**src/hw/lc3b_cfg.svh**
```systemverilog
`ifndef LC3B_CFG_SVH
`define LC3B_CFG_SVH

// ***************************************************************************
// Execute core configuration
// ***************************************************************************

// PC value after reset
`define LC3B_RESET_PC 16'h0000

// Data RAM size in bytes, the byte address wraps at this size
`define LC3B_RAM_BYTES 256

// Architectural register count
`define LC3B_NUM_REGS 8

`endif

```
**src/hw/lc3b_isa_pkg.sv**
```systemverilog
package lc3b_isa_pkg;

    // LC-3b opcode encodings, including those the core does not execute
    typedef enum logic [3:0] {
        op_br   = 4'h0,
        op_add  = 4'h1,
        op_ldb  = 4'h2,
        op_stb  = 4'h3,
        op_jsr  = 4'h4,
        op_and  = 4'h5,
        op_ldr  = 4'h6,
        op_str  = 4'h7,
        op_rti  = 4'h8,
        op_not  = 4'h9,
        op_ldi  = 4'ha,
        op_sti  = 4'hb,
        op_jmp  = 4'hc,
        op_shf  = 4'hd,
        op_lea  = 4'he,
        op_trap = 4'hf
    } lc3b_opcode;

    // Operate format: ADD, AND, NOT, SHF
    typedef struct packed {
        lc3b_opcode opcode;
        logic [2:0] dr;
        logic [2:0] sr1;
        logic       imm_flag;    // Bit 5, immediate or arithmetic shift
        logic       d_flag;      // Bit 4, shift direction
        logic [3:0] low;         // SR2, imm5 low part or shift amount
    } lc3b_operate_view;

    // Offset format: memory, branch, jump and LEA
    typedef struct packed {
        lc3b_opcode opcode;
        logic [2:0] nzp_dr;      // NZP for BR, DR or SR otherwise
        logic [2:0] base;
        logic [5:0] field;       // Offset6, low part of offset9 and offset11
    } lc3b_offset_view;

    typedef union packed {
        lc3b_operate_view oper;
        lc3b_offset_view  offs;
    } lc3b_instr;

endpackage

```
**src/hw/lc3b_ctrl_pkg.sv**
```systemverilog
package lc3b_ctrl_pkg;

    import lc3b_isa_pkg::*;

    typedef enum logic [2:0] {
        alu_add,
        alu_and,
        alu_not,
        alu_sll,
        alu_srl,
        alu_sra
    } lc3b_aluop;

    // Everything the datapath needs to finish one instruction in one cycle
    typedef struct packed {
        lc3b_opcode opcode;
        lc3b_aluop  aluop;
        logic [1:0] alumux_sel;
        logic [1:0] regfilemux_sel;
        logic [1:0] pcmux_sel;
        logic       load_pc;
        logic       load_regfile;
        logic       load_cc;
        logic       brmux_sel;
        logic       destmux_sel;       // Write R7 instead of DR
        logic       offset6mux_sel;    // Byte offset, no shift
        logic       regfile_filter_enable;
        logic       stb_filter_enable;
        logic       mem_read;
        logic       mem_write;
        logic [1:0] mem_byte_enable;
        logic       imm_enable;
        logic       is_nop;
    } lc3b_control_word;

endpackage

```
**src/hw/pc_unit.sv**
```systemverilog
`timescale 1ns/1ps
`include "lc3b_cfg.svh"

module pc_unit
    import lc3b_isa_pkg::*;
    import lc3b_ctrl_pkg::*;
(
    input  logic             clk,
    input  logic             rst_n,
    input  lc3b_control_word ctrl,
    input  lc3b_instr        instr,
    input  logic             instr_valid,
    input  logic [15:0]      base_data,
    input  logic [15:0]      wb_data,
    output logic [15:0]      pc,
    output logic [2:0]       cc,
    output logic [15:0]      pc_next_seq,
    output logic [15:0]      lea_target
);

logic [15:0] offset9_shifted;
logic [15:0] offset11_shifted;
logic [15:0] pc_target;
logic [2:0]  cc_next;
logic        br_taken;

assign offset9_shifted = {{6{instr.offs.base[2]}}, instr.offs.base,
                          instr.offs.field, 1'b0};
assign offset11_shifted = {{4{instr.offs.nzp_dr[1]}}, instr.offs.nzp_dr[1:0],
                           instr.offs.base, instr.offs.field, 1'b0};

assign pc_next_seq = pc + 16'd2;
assign lea_target = pc_next_seq + offset9_shifted;    // Shared by BR and LEA

assign br_taken = ctrl.brmux_sel && |(instr.offs.nzp_dr & cc);

always_comb
begin
    case (ctrl.pcmux_sel)
        2'b01:   pc_target = pc_next_seq + offset11_shifted;    // JSR
        2'b10:   pc_target = base_data;                         // JMP and JSRR
        default: pc_target = br_taken ? lea_target : pc_next_seq;
    endcase

    // N, Z, P from the written value
    if (wb_data[15])
        cc_next = 3'b100;
    else if (wb_data == 16'h0000)
        cc_next = 3'b010;
    else
        cc_next = 3'b001;
end

always_ff @(posedge clk or negedge rst_n)
begin
    if (!rst_n)
    begin
        pc <= `LC3B_RESET_PC;
        cc <= 3'b010;
    end
    else
    begin
        if (instr_valid)                     // Flushed instructions still advance
            pc <= ctrl.load_pc ? pc_target : pc_next_seq;
        if (ctrl.load_cc)
            cc <= cc_next;
    end
end

endmodule

```
**config.mk**
```make
export PLATFORM = sky130hd
export DESIGN_NAME = pc_unit
export DESIGN_NICKNAME = d
export VERILOG_FILES = /design/src/hw/lc3b_isa_pkg.sv /design/src/hw/lc3b_ctrl_pkg.sv /design/src/hw/pc_unit.sv
export VERILOG_INCLUDE_DIRS = /design/src /design/src/hw
export SDC_FILE = /design/constraint.sdc
export NUM_CORES = 1
export LEC_CHECK = 0
export ABC_CLOCK_PERIOD_IN_PS = 4600
export BUFFER_PORTS_ARGS = -buffer_cell sky130_fd_sc_hd__buf_2
export CELL_PAD_IN_SITES_DETAIL_PLACEMENT = 0
export CELL_PAD_IN_SITES_GLOBAL_PLACEMENT = 1
export CORE_MARGIN = 8
export CORE_UTILIZATION = 34
export CTS_BUF_LIST = sky130_fd_sc_hd__clkbuf_8
export DETAILED_ROUTE_END_ITERATION = 6
export PLACE_DENSITY_LB_ADDON = 0.1
export SYNTH_ARGS = -nofsm -noshare
export SYNTH_HDL_FRONTEND = slang
export SYNTH_SLANG_ARGS = --single-unit
export TNS_END_PERCENT = 50
```
**constraint.sdc**
```tcl
create_clock -name clk -period 4.6 [get_ports clk]
set_clock_uncertainty 0.1 [all_clocks]
set_input_delay 0.23 -clock clk [delete_from_list [all_inputs] [get_ports clk]]
set_output_delay 0.23 -clock clk [all_outputs]
set_load 0.02 [all_outputs]
```
# Word-level counts from Yosys, hierarchy flattened
# Cells that the tools add are included.
dict set report classes {
  add_sub_neg 3
  mul 0
  div_mod_pow 0
  n_lt_le_gt_ge 0
  eq_ne 2
  shifts 0
  n_mux 5
  n_bitwise 1
  n_reduce_logical 3
}
# op n
set ops {}
lappend ops {{16-bit adder} 2}
lappend ops {{16-bit two-way mux} 2}
lappend ops {{16-bit one-hot mux with 2 select lines} 1}
lappend ops {{16-bit by 2-bit adder with 16-bit output (second input constant)} 1}
lappend ops {{16-bit zero test} 1}
lappend ops {{3-bit AND} 1}
lappend ops {{3-bit two-way mux} 1}
lappend ops {{3-bit OR reduction} 1}
lappend ops {{2-bit by 1-bit == test with 1-bit output (second input constant)} 1}
lappend ops {{2-bit == test (second input constant)} 1}
lappend ops {{2-bit two-way mux} 1}
lappend ops {{1-bit logical AND} 1}
dict set report totals {
  regBits 19
  latch_bits 0
  ram_bits 0
  rom_bits 0
  input_bits 78
  out_inout_bits 51
  word_cells 16
  mem_count 0
}

# Logic depth before layout (Yosys ltp)
# Gate-level depths: netlist of run 1.
dict set report logic_depth {
  depth_word 6
  depth_mapped 14
}

# Worst setup path before layout of run 1
# No wires, ideal clock.
dict set report synth_path {
  path_kind {register to output}
  startpoint {reg pc[1]}
  endpoint {out lea_target[14]}
  arrival_ps 3474
  required_time_ps 4270
  slack_ps 796
  stages_incl_launch_ff 15
  n_path_buf 1
  cell_sequence {dfrtp_1 > ha_1 > nand2_1 > nor2_1 > and3_1 > xor2_1 > ha_1 > clkbuf_1 > nand2_1 > a21oi_1 > a221oi_1 > o21ai_0 > o21a_1 > nor2_1 > xnor2_1}
}
dict set report synth_between {
  elab_chain_len 2
}
# element line_no
set synth_rtl {}
lappend synth_rtl {{start: declaration} pc_unit.sv:15} ;# output logic [15:0] pc,
lappend synth_rtl {{start signal: assignment} pc_unit.sv:58} ;# pc <= `LC3B_RESET_PC;
lappend synth_rtl {{start signal: assignment} pc_unit.sv:64} ;# pc <= ctrl.load_pc ? pc_target : pc_next_seq;
lappend synth_rtl {{16-bit by 2-bit adder with 16-bit output} pc_unit.sv:32} ;# assign pc_next_seq = pc + 16'd2;
lappend synth_rtl {{net pc_next_seq[9]} pc_unit.sv:17} ;# output logic [15:0] pc_next_seq,
lappend synth_rtl {{16-bit adder} pc_unit.sv:33} ;# assign lea_target = pc_next_seq + offset9_shifted;
lappend synth_rtl {{end: declaration} pc_unit.sv:18} ;# output logic [15:0] lea_target
# The timed path passes the listed nets, and every way through them passes these cells.

# Worst setup path in the final report of run 1
dict set report layout_path {
  startpoint {reg pc[1]}
  endpoint {out lea_target[14]}
}
dict set report layout_between {
  elab_chain_len 2
}
# element line_no
set layout_rtl {}
lappend layout_rtl {{16-bit by 2-bit adder with 16-bit output} pc_unit.sv:32}
lappend layout_rtl {{16-bit adder} pc_unit.sv:33}
# Every way passes these cells.

==> load_flow_metrics.sql, run 1 <==
INSERT INTO impl_metrics (metric_group, metric, value, unit) VALUES
('route', 'antenna_violating_nets_post_route', '0', ''),
('die', 'placeableCoreArea', '8130', 'µm²'),
('route', 'route.detailed.wl_per_inst', '18.6', 'µm'),
('status', 'run_status', 'complete, no violations', ''),
('yosys', 'async_reset_ff_frac', '1.00', ''),
('sta', 'finalWorstSetupSlack', '549', 'ps'),
('worst_setup_path', 'cp_data_required_time', '4270', 'ps'),
('placement', 'numPortBuffers', '102', ''),
('placement', 'placement.setup.worst_slack', '825', 'ps'),
('pwr', 'total_leakage_power', '0.00162', 'µW'),
('yosys', 'synthesis.area_per_instance', '7.48', 'µm²'),
('yosys', 'ys.warnings.count', '0', ''),
('die', 'die-width', '107', 'µm'),
('hold_path', 'hold_path.class', 'in2reg', ''),
('worst_setup_path', 'cpLargestDelayFamily', 'simple AND/OR/NAND/NOR gates', ''),
('sta', 'min_cycle_time_layout', '4050', 'ps'),
('pwr', 'cellPowerDensity', '652', 'nW/µm²'),
('sta', 'worst_slew_pin_slew', '834', 'ps'),
('worst_setup_path', 'r2r.worst_path.cells', '14', ''),
('sta', 'tns', '0', 'ps'),
('yosys', 'ys_dominant_reg_cell', 'sky130_fd_sc_hd__dfrtp_1', ''),
('yosys', 'netlist.area_leader.share', '0.160', ''),
('sta', 'final-setup-viol-count', '0', ''),
('worst_setup_path', 'worst_ep_arrival_time', '3720', 'ps'),
('worst_setup_path', 'timing.setup.critical_path_class', 'reg2out', ''),
('placement', 'dpl.hpwl', '8.33', 'mm'),
('hold_path', 'holdPathStages', '3', ''),
('clock_network', 'worstSkewPairLatency', '270', 'ps'),
('layout', 'mostFrequentLayoutCells', 'sky130_fd_sc_hd__buf_2 (102), sky130_fd_sc_hd__a21oi_1 (38), sky130_fd_sc_hd__nand2_1 (38)', ''),
('grt', 'globalRouteOverflowTotal', '0', ''),
('yosys', 'synth_enable_flop_cells', '0', ''),
('grt', 'grt_usage', '0.183', ''),
('yosys', 'netlist_area', '2810', 'µm²'),
('yosys', 'netlist_top_cells_area', 'sky130_fd_sc_hd__dfrtp_1 (16%), sky130_fd_sc_hd__ha_1 (11%), sky130_fd_sc_hd__a21oi_1 (6.8%)', ''),
('sta', 'timing.slew.headroom', '0.444', ''),
('layout', 'final_nets', '572', ''),
('job', 'maxCapViolCount', '0', ''),
('layout', 'insertedDiodeCount', '0', ''),
('die', 'top_level_ports', '129', ''),
('route', 'drt-total-wl', '10.7', 'mm'),
('worst_setup_path', 'crit_path_end_kind', 'primary output', ''),
('clock_network', 'clock_tree_from_tritoncts', 'yes', ''),
('worst_setup_path', 'critical_path.cell_chain', 'ha_1 -> nand2_1 -> nor2_1 -> and3_1 -> xor2_1 -> ha_1 -> nand2_1 -> a211oi_1 -> a221oi_1 -> buf_4 -> o21ai_0 -> o21a_1 -> nor2_1 -> xnor2_1 -> buf_2', ''),
('grt', 'grt_antenna_before_repair', '0', ''),
('sta', 'final_max_slew_viol_count', '0', ''),
('clock_network', 'clock-root-buffer', 'sky130_fd_sc_hd__clkbuf_8', ''),
('die', 'rows', '33', ''),
('sta', 'final_number_of_hold_violating_endpoints', '0', ''),
('pwr', 'vdd.ir_drop.worst', '0.000430', 'V'),
('worst_setup_path', 'worstPathBufferInverterCount', '2', ''),
('route', 'dr.pass1.iters', '4', ''),
('placement', 'dpl-instance-area', '3400', 'µm²'),
('layout', 'fin_cells', '572', ''),
('layout', 'share_of_cells_above_drive_strength_1', '0.263', ''),
('worst_setup_path', 'critical_path.slowest_cell', 'sky130_fd_sc_hd__dfrtp_1', ''),
('layout', 'mostFrequentLayoutCell', 'sky130_fd_sc_hd__buf_2', ''),
('worst_setup_path', 'critical_path.startpoint_type', 'flip-flop', ''),
('hold_path', 'holdCritStartpoint', 'base_data[0]', ''),
('clock_network', 'cts.sink_count', '19', ''),
('clock_network', 'post_cts_repair_setup_buffers', '0', ''),
('yosys', 'syn_inst', '376', ''),
('sta', 'peak_clock_frequency_supported_by_timing', '247', 'MHz'),
('die', 'die_y', '107', 'µm'),
('yosys', 'postSynthNetCount', '480', ''),
('clock_network', 'cts.clk_slew.worst_paths', '80', 'ps'),
('clock_network', 'cts_buffers', '3', ''),
('die', 'fp.dieArea', '11400', 'µm²'),
('die', 'initial_core_util', '0.346', ''),
('worst_setup_path', 'cp_slowest_stage_delay', '440', 'ps'),
('placement', 'finalWeightedCongestion', '0.781', ''),
('layout', 'flow.area_growth_from_synthesis', '22.8', '%');
[registers in the layout, indices dropped and copies added, names as in the netlist]
signal / flops
pc: 16
cc: 3
[cell type report]
class                      instances  area, µm²
clock buffer                       3       41.3
clock inverter                     1       3.75
fill                             861       4680
inverter                          18       67.6
multi-input combinational        320       2190
sequential                        19        477
tap                              105        131
timing repair buffer             106        543
[per-stage QoR]
stage | power (µW) | hold slack [ps] | utilization
final | 2250 | 104 | 0.424
after CTS | 2260 | 107 | 0.424
after global placement | 2120 | 154 | 0.418
after detailed placement | 2130 | 144 | 0.418
after floorplan | 1560 | -166 | -
after global routing | 2440 | 127 | 0.424
[cell families (layout without fill, tap and decap cells)]
family                   count (synthesis)  after routing  synth area share
AO/OA/AOI/OAI                          129            129             0.300
AND/OR/NAND/NOR                        128            128             0.237
buffers and inverters                   37            128            0.0521
adder cells (fa/ha/maj)                 26             26             0.118
XOR/XNOR                                26             26            0.0810
flip-flops                              19             19             0.170
multiplexers                            11             11            0.0418
[power by group]
group | internal, µW | total (µW) | leakage, µW | switching, µW
registers | 222 | 324 | 0.000225 | 101
clock network | 59.7 | 128 | 0.0000269 | 68.0
logic | 658 | 1800 | 0.00137 | 1140
[worst max-delay path by stage]
stage                     start              to  slack, ps  cells after the start
after floorplan           pc[1]  lea_target[14]        800                     14
after global placement    pc[1]  lea_target[14]        840                     15
after detailed placement  pc[1]  lea_target[14]        820                     15
after CTS                 pc[1]  lea_target[14]        520                     15
after global routing      pc[1]  lea_target[14]        140                     15
final                     pc[1]  lea_target[14]        550                     15
[Yosys cell counts, drive strengths merged, types with 2 or more instances]
library cell,instances
a211oi,3
a21boi,3
a21o,6
a21oi,38
a221o,2
a221oi,9
a2bb2oi,2
a311oi,2
a31oi,4
a32oi,2
and2,2
and3,8
buf,2
clkbuf,17
dfrtp,18
ha,25
inv,18
mux2,6
mux2i,5
nand2,38
nand2b,8
nand3,11
nand4,4
nor2,22
nor2b,7
nor3,10
nor3b,2
nor4,8
o2111ai,2
o211ai,7
o21a,6
o21ai,25
o21bai,2
o22ai,4
o2bb2ai,2
o31a,2
or2,3
xnor2,14
xor2,12
[per-layer routing]
metal	part of all wire	vias to the layer above	track usage
met2	0.47	83	0.307
li1	-	1578	-
met1	0.47	1510	0.243
met3	0.047	8	0.0258
met5	0	-	0
met4	0.010	0	0.0402
[what timing repair did]
item / CTS / global route
resized for setup: 0 / 0
endpoints found under the hold margin: 18 / 0
hold buffers: 1 / 0
[worst register-to-register path, cell delays in order (launching register included)]
cell	delay, ps
sky130_fd_sc_hd__dfrtp_1	440
sky130_fd_sc_hd__ha_1	260
sky130_fd_sc_hd__nand2_1	180
sky130_fd_sc_hd__nor2_1	300
sky130_fd_sc_hd__and3_1	210
sky130_fd_sc_hd__xor2_1	300
sky130_fd_sc_hd__ha_1	330
sky130_fd_sc_hd__nand2_1	110
sky130_fd_sc_hd__a211oi_1	270
sky130_fd_sc_hd__a221oi_1	90
sky130_fd_sc_hd__buf_4	170
sky130_fd_sc_hd__o21ai_0	300
sky130_fd_sc_hd__mux2i_1	240
sky130_fd_sc_hd__o2111ai_1	140
sky130_fd_sc_hd__a21oi_1	220
Note: power is estimated with default switching activity, not from simulation.
==> inputs of run 2 (changes only) <==
Settings changed: ABC_AREA from default to 1, CORE_UTILIZATION 34 to 33.
==> load_flow_metrics.sql, run 2 <==
INSERT INTO impl_metrics (metric_group, metric, value, unit) VALUES
('yosys', 'synth_xor_area_frac', '0.0423', ''),
('yosys', 'top_count_cell_post_synth', 'sky130_fd_sc_hd__nand2_1', ''),
('sta', 'finalWorstSetupSlack', '1070', 'ps'),
('worst_setup_path', 'critPathMostFrequentCell', 'sky130_fd_sc_hd__nand2_1', ''),
('yosys', 'post_synth_mux_area_share', '0', ''),
('yosys', 'synth.yosys.seq_area_share', '0.158', ''),
('layout', 'layout.area.seq', '477', 'µm²'),
('grt', 'grt_pass1_wl', '18.4', 'mm'),
('yosys', 'netlist_area', '3010', 'µm²'),
('layout', 'largest_reg_flops', '16', ''),
('layout', 'mostFrequentLayoutCell', 'sky130_fd_sc_hd__nand2_1', ''),
('grt', 'globalRouteOverflowTotal', '0', ''),
('yosys', 'synth_enable_flop_cells', '0', ''),
('die', 'die-width', '112', 'µm'),
('grt', 'grt_usage', '0.180', ''),
('clock_network', 'clock-root-buffer', 'sky130_fd_sc_hd__clkbuf_8', ''),
('pwr', 'cellPowerDensity', '370', 'nW/µm²'),
('clock_network', 'cts_buffers', '3', ''),
('worst_setup_path', 'critical_path.startpoint_type', 'flip-flop', ''),
('yosys', 'largest_family_of_logic_cells_by_synthesized_area', 'simple AND/OR/NAND/NOR gates', ''),
('clock_network', 'clk_path_buf_depth', '2', ''),
('placement', 'numPortBuffers', '102', ''),
('sta', 'min_period_over_period', '0.768', ''),
('yosys', 'postSynthNetCount', '611', ''),
('yosys', 'yosys-top-cells-count', 'sky130_fd_sc_hd__nand2_1 (167), sky130_fd_sc_hd__inv_1 (52), sky130_fd_sc_hd__a21oi_1 (49)', ''),
('yosys', 'fraction_of_the_mapped_netlist_area_in_compound_gates', '0.188', ''),
('hold_path', 'hold_path.class', 'in2reg', ''),
('yosys', 'synthesis.area_per_instance', '5.95', 'µm²'),
('route', 'antenna_violating_nets_post_route', '0', ''),
('layout', 'utilization', '0.402', ''),
('die', 'placeableCoreArea', '9060', 'µm²'),
('yosys', 'synth-simple-area-share', '0.411', ''),
('yosys', 'ys_dominant_reg_cell', 'sky130_fd_sc_hd__dfrtp_1', ''),
('die', 'initial_core_util', '0.333', ''),
('layout', 'share_of_cells_above_drive_strength_1', '0.226', ''),
('clock_network', 'htree_num_levels', '1', ''),
('route', 'dr.pass1.iters', '4', ''),
('yosys', 'netlist_top_cells_area', 'sky130_fd_sc_hd__nand2_1 (21%), sky130_fd_sc_hd__dfrtp_1 (15%), sky130_fd_sc_hd__ha_1 (10%)', ''),
('yosys', 'syn_inst', '507', ''),
('yosys', 'synth_largest_area_cell', 'sky130_fd_sc_hd__nand2_1', ''),
('yosys', 'ys.warnings.count', '0', ''),
('die', 'top_level_ports', '129', ''),
('worst_setup_path', 'reg2reg_setup_slack', '1260', 'ps'),
('pwr', 'vdd.ir_drop.worst', '0.000182', 'V'),
('placement', 'finalWeightedCongestion', '0.858', ''),
('worst_setup_path', 'critical_path.cell_chain', 'nand2_1 -> nor3_4 -> nand3_2 -> xnor2_1 -> ha_1 -> a21oi_1 -> nand2_1 -> nand2_1 -> nand2_1 -> nor2_1 -> nand3_1 -> nand2_1 -> buf_2', ''),
('worst_setup_path', 'crit_fanout', '6', ''),
('worst_setup_path', 'worst_ep_arrival_time', '3200', 'ps'),
('grt', 'grt_antenna_before_repair', '0', ''),
('job', 'maxCapViolCount', '0', ''),
('worst_setup_path', 'rr_endpoint', 'pc[11]', ''),
('clock_network', 'cts.sink_count', '19', ''),
('pwr', 'finalPower', '1350', 'µW'),
('sta', 'min_cycle_time_layout', '3530', 'ps'),
('route', 'vias', '3633', ''),
('sta', 'peak_clock_frequency_supported_by_timing', '283', 'MHz'),
('placement', 'placement.setup.worst_slack', '1280', 'ps'),
('worst_setup_path', 'crit_path_end_kind', 'primary output', ''),
('layout', 'mostFrequentLayoutCells', 'sky130_fd_sc_hd__nand2_1 (167), sky130_fd_sc_hd__buf_2 (102), sky130_fd_sc_hd__inv_1 (52)', ''),
('yosys', 'netlist.area_leader.share', '0.208', ''),
('layout', 'regMostFlops', 'pc', ''),
('grt', 'vias_in_the_first_global_route', '3637', ''),
('layout', 'flow.area_growth_from_synthesis', '21.0', '%'),
('die', 'rows', '35', ''),
('worst_setup_path', 'cp_slowest_stage_delay', '530', 'ps'),
('layout', 'multi_input_area', '2260', 'µm²'),
('worst_setup_path', 'worst_setup_path_endpoint', 'lea_target[15]', ''),
('route', 'first_iter_violations', '155', ''),
('sta', 'timing.slew.headroom', '0.551', ''),
('layout', 'final_nets', '706', ''),
('sta', 'final-setup-viol-count', '0', ''),
('route', 'post_drt_via_cell_ratio', '5.10', ''),
('clock_network', 'worstSkewPairLatency', '260', 'ps'),
('yosys', 'yosys.area_share.adder', '0.110', ''),
('route', 'drc', '0', ''),
('route', 'route.detailed.wl_per_inst', '15.9', 'µm'),
('layout', 'final_cell_area_excluding_filler_cells', '3650', 'µm²'),
('yosys', 'async_reset_ff_frac', '1.00', ''),
('sta', 'worst_slew_pin_slew', '673', 'ps'),
('worst_setup_path', 'r2r.worst_path.cells', '15', ''),
('status', 'run_status', 'complete, no violations', ''),
('placement', 'dpl-instance-area', '3590', 'µm²'),
('worst_setup_path', 'timing.setup.critical_path_class', 'reg2out', ''),
('die', 'fp.dieArea', '12400', 'µm²'),
('clock_network', 'cts.clk_slew.worst_paths', '80', 'ps'),
('route', 'drt-total-wl', '11.3', 'mm'),
('pwr', 'total_leakage_power', '0.00205', 'µW'),
('sta', 'rsz_0062_raised_after_global_routing', 'no', ''),
('sta', 'final_max_slew_viol_count', '0', ''),
('worst_setup_path', 'cp_data_required_time', '4270', 'ps'),
('die', 'die_y', '112', 'µm'),
('layout', 'nFillCells', '1037', ''),
('layout', 'insertedDiodeCount', '0', ''),
('clock_network', 'clock_tree_from_tritoncts', 'yes', ''),
('sta', 'tns', '0', 'ps'),
('worst_setup_path', 'cp-startpoint', 'pc[6]', ''),
('placement', 'dpl.hpwl', '9.44', 'mm'),
('layout', 'reg.largest.list', 'pc (16), cc (3)', ''),
('worst_setup_path', 'critical_path.slowest_cell', 'sky130_fd_sc_hd__xnor2_1', ''),
('yosys', 'synth_cell_type_count', '40', ''),
('worst_setup_path', 'worst_r2r_startpoint', 'pc[3]', ''),
('yosys', 'postSynthRegisterBits', '19', ''),
('grt', 'grt_start_max_net_pins', '20', ''),
('sta', 'final_number_of_hold_violating_endpoints', '0', ''),
('clock_network', 'post_cts_repair_setup_buffers', '0', '');
-- run 2: cell count changes after synthesis, sizes merged, moves of 13 or more --
cell,change
nand2,+137
clkbuf,-13
inv,+34
nor2,+22
nand3,+32
a21oi,+13
-- run 2: worst min-delay path by stage --
stage / from / to / slack, ps / cells past startpoint
after floorplan: rst_n / cc[0] / -170 / 0
after global placement: rst_n / pc[13] / 100 / 1
after detailed placement: rst_n / pc[13] / 110 / 1
after CTS: wb_data[15] / cc[0] / 90 / 2
after global routing: wb_data[15] / cc[0] / 80 / 2
final: wb_data[15] / cc[0] / 90 / 2
-- run 2: critical path: cells and delay by family, from the launching register on --
kind                       cells  cell delay [ps]
and+or+nand+nor                9             1130
xor gates and xnor gates       1              530
DFF                            1              500
adders and majority gates      1              390
AOI/OAI and AO/OA              1              220
buffers and inverters          1              160
-- run 2: cells by family (layout without fill, tap and decap cells) --
kind of cell / Yosys count / after routing
AO/OA/AOI/OAI: 101 / 101
adder cells (fa/ha/maj): 26 / 26
AND/OR/NAND/NOR: 282 / 282
flip-flops: 19 / 19
buffers and inverters: 67 / 161
XOR/XNOR: 12 / 12
-- run 2: metrics by stage --
step / hold WS, ps / cells
after global placement: 104 / 707
after floorplan: -166 / 507
after global routing: 82.8 / 712
after detailed placement: 105 / 707
final: 86.3 / 712
after CTS: 87.1 / 712
-- run 2: final cells by class --
class	instances	share of cell area
Clock buffer	3	0.0113
Clock inverter	1	0.00137
Inverter	54	0.0556
Multi-Input combinational cell	421	0.620
Sequential cell	19	0.131
Tap cell	111	0.0381
Timing Repair Buffer	103	0.143
-- run 2: where the power goes --
group / switching, µW / internal (µW)
combinational: 678 / 320
sequential: 38.9 / 194
clock: 60.4 / 60.3
total: 777 / 574
-- run 2: layer usage --
layer	wire, µm	GRT usage
met1	5310	0.239
met2	5250	0.300
met3	665	0.0330
met4	104	0.0237
met5	0	0
-- run 2: timing repair --
| action | CTS | global route |
|---|---|---|
| hold buffers | 1 | 0 |
| endpoints found under the hold margin | 18 | 0 |
| gates resized for setup | 0 | 0 |
==> inputs of run 3 (changes only) <==
Settings changed: ABC_CLOCK_PERIOD_IN_PS 4600 to 3590.
Clock period 4.6 ns to 3.59 ns, I/O delays scaled along.
==> load_flow_metrics.sql, run 3 (synthesized netlist as in run 2, its figures left out) <==
INSERT INTO impl_metrics (metric_group, metric, value, unit) VALUES
('die', 'top_level_ports', '129', ''),
('layout', 'mostFrequentLayoutCells', 'sky130_fd_sc_hd__nand2_1 (167), sky130_fd_sc_hd__buf_2 (102), sky130_fd_sc_hd__inv_1 (52)', ''),
('placement', 'numPortBuffers', '102', ''),
('grt', 'grt_pass1_wl', '18.3', 'mm'),
('clock_network', 'htree_num_levels', '1', ''),
('pwr', 'finalPower', '1750', 'µW'),
('clock_network', 'clock-root-buffer', 'sky130_fd_sc_hd__clkbuf_8', ''),
('worst_setup_path', 'critical_path.startpoint_type', 'flip-flop', ''),
('sta', 'final-setup-viol-count', '0', ''),
('layout', 'layout.area.seq', '477', 'µm²'),
('placement', 'finalWeightedCongestion', '0.852', ''),
('sta', 'hold_slack', '21.8', 'ps'),
('pwr', 'switching_share', '0.574', ''),
('pwr', 'seq_power_share', '0.171', ''),
('route', 'first_iter_violations', '209', ''),
('pwr', 'clock_power_share', '0.090', ''),
('placement', 'dpl.hpwl', '9.42', 'mm'),
('layout', 'insertedDiodeCount', '0', ''),
('worst_setup_path', 'timing.setup.critical_path_class', 'reg2out', ''),
('sta', 'rsz_0062_raised_after_global_routing', 'no', ''),
('die', 'fp.dieArea', '12400', 'µm²'),
('sta', 'final_max_slew_viol_count', '0', ''),
('die', 'placeableCoreArea', '9060', 'µm²'),
('layout', 'final_nets', '708', ''),
('route', 'drt-total-wl', '11.3', 'mm'),
('route', 'vias', '3610', ''),
('die', 'die_y', '112', 'µm'),
('layout', 'reg.largest.list', 'pc (16), cc (3)', ''),
('clock_network', 'cts.sink_count', '19', ''),
('die', 'die-width', '112', 'µm'),
('worst_setup_path', 'crit_fanout', '5', ''),
('worst_setup_path', 'crit_path_end_kind', 'primary output', ''),
('sta', 'peak_clock_frequency_supported_by_timing', '302', 'MHz'),
('pwr', 'total_leakage_power', '0.00206', 'µW'),
('job', 'maxCapViolCount', '0', ''),
('pwr', 'vdd.ir_drop.worst', '0.000221', 'V'),
('die', 'rows', '35', ''),
('layout', 'multi_input_area', '2280', 'µm²'),
('route', 'post_drt_via_cell_ratio', '5.06', ''),
('grt', 'grt_start_max_net_pins', '20', ''),
('clock_network', 'cts.clk_slew.worst_paths', '80', 'ps'),
('worst_setup_path', 'cp_data_required_time', '3310', 'ps'),
('grt', 'globalRouteOverflowTotal', '0', ''),
('route', 'dr.pass1.iters', '4', ''),
('route', 'antenna_violating_nets_post_route', '0', ''),
('sta', 'final_number_of_hold_violating_endpoints', '0', ''),
('grt', 'vias_in_the_first_global_route', '3637', ''),
('grt', 'grt_antenna_before_repair', '0', ''),
('sta', 'min_cycle_time_layout', '3310', 'ps'),
('layout', 'share_of_cells_above_drive_strength_1', '0.237', ''),
('layout', 'flow.area_growth_from_synthesis', '22.1', '%'),
('die', 'initial_core_util', '0.333', ''),
('clock_network', 'cts_buffers', '3', ''),
('sta', 'timing.slew.headroom', '0.566', ''),
('pwr', 'power.net_switching', '1010', 'µW'),
('pwr', 'cellPowerDensity', '476', 'nW/µm²'),
('hold_path', 'hold_path.class', 'in2reg', ''),
('worst_setup_path', 'worst_ep_arrival_time', '3030', 'ps'),
('grt', 'grt_usage', '0.178', ''),
('sta', 'tns', '0', 'ps'),
('sta', 'min_period_over_period', '0.922', ''),
('clock_network', 'clk_path_buf_depth', '2', ''),
('clock_network', 'worstSkewPairLatency', '260', 'ps'),
('layout', 'regMostFlops', 'pc', ''),
('layout', 'largest_reg_flops', '16', ''),
('route', 'drc', '0', ''),
('pwr', 'internal_power', '746', 'µW'),
('status', 'run_status', 'complete, no violations', ''),
('sta', 'worst_slew_pin_slew', '651', 'ps'),
('clock_network', 'clock_tree_from_tritoncts', 'yes', ''),
('route', 'route.detailed.wl_per_inst', '15.8', 'µm'),
('layout', 'mostFrequentLayoutCell', 'sky130_fd_sc_hd__nand2_1', ''),
('layout', 'nFillCells', '1040', ''),
('pwr', 'p_comb_frac', '0.739', '');
## run 3: changes by cell type in the layout (fill, tap and decap cells not counted)
cell	before	now
sky130_fd_sc_hd__buf_4	0	2
sky130_fd_sc_hd__ha_1	25	23
sky130_fd_sc_hd__ha_2	0	2
sky130_fd_sc_hd__nor2_1	40	38
sky130_fd_sc_hd__nor2_2	2	4
sky130_fd_sc_hd__xnor2_1	4	3
sky130_fd_sc_hd__xnor2_2	1	2
## run 3: timing repair
action | 4_1_cts | 5_1_grt
buffers inserted | 0 | 0
resized for setup | 0 | 5
setup endpoints to repair | 0 | 6
hold endpoints to repair | 18 | 0
hold buffers | 1 | 0
## run 3: through the flow
step | cells | cell area, µm² | setup slack [ps] | util
finish | 714 | 3680 | 279 | 0.406
detailed placement | 709 | 3610 | 279 | 0.398
global placement | 709 | 3610 | 322 | 0.398
CTS | 714 | 3660 | 184 | 0.404
floorplan | 507 | 3010 | 558 | -
global route | 714 | 3680 | 6.03 | 0.406
## run 3: area by class of cell
type / count / area share
well taps: 111 / 0.0377
inverters: 54 / 0.0551
repair buffers: 105 / 0.145
flip-flops and latches: 19 / 0.130
clock buffers: 3 / 0.0112
multi-input cells: 421 / 0.620
clock inverters: 1 / 0.00136
## run 3: worst max-delay path, stage by stage (launching register included)
cell	delay (ps)
sky130_fd_sc_hd__dfrtp_1	430
sky130_fd_sc_hd__nand3_1	140
sky130_fd_sc_hd__inv_1	160
sky130_fd_sc_hd__nand3_1	170
sky130_fd_sc_hd__xnor2_2	290
sky130_fd_sc_hd__ha_1	340
sky130_fd_sc_hd__a21oi_1	400
sky130_fd_sc_hd__nand2_1	260
sky130_fd_sc_hd__a21oi_1	230
sky130_fd_sc_hd__inv_1	60
sky130_fd_sc_hd__nand2_1	80
sky130_fd_sc_hd__nand2_1	50
sky130_fd_sc_hd__buf_2	150
## run 3: per-layer routing
| layer | part of all wire | GRT usage |
|---|---|---|
| met5 | 0 | 0 |
| met4 | 0.0063 | 0.0191 |
| met3 | 0.059 | 0.0341 |
| met2 | 0.46 | 0.303 |
| met1 | 0.48 | 0.232 |
## run 3: final timing paths
kind	startpoint	to	slack, ps	cells after the start
min in group asynchronous	rst_n	pc[13]	290	2
max	pc[3]	lea_target[11]	280	12
min	wb_data[15]	cc[0]	20	2
max reg2reg	pc[3]	pc[11]	360	15
min reg2reg	cc[1]	cc[1]	380	2
max in group asynchronous	rst_n	cc[1]	2760	2
## run 3: power by group through the flow
stage               logic, µW  registers (µW)  clock network (µW)
floorplan                 839             336                   0
global placement         1280             301                   0
detailed placement       1290             303                   0
CTS                      1300             298                 158
global route             1430             305                 167
finish                   1290             299                 158
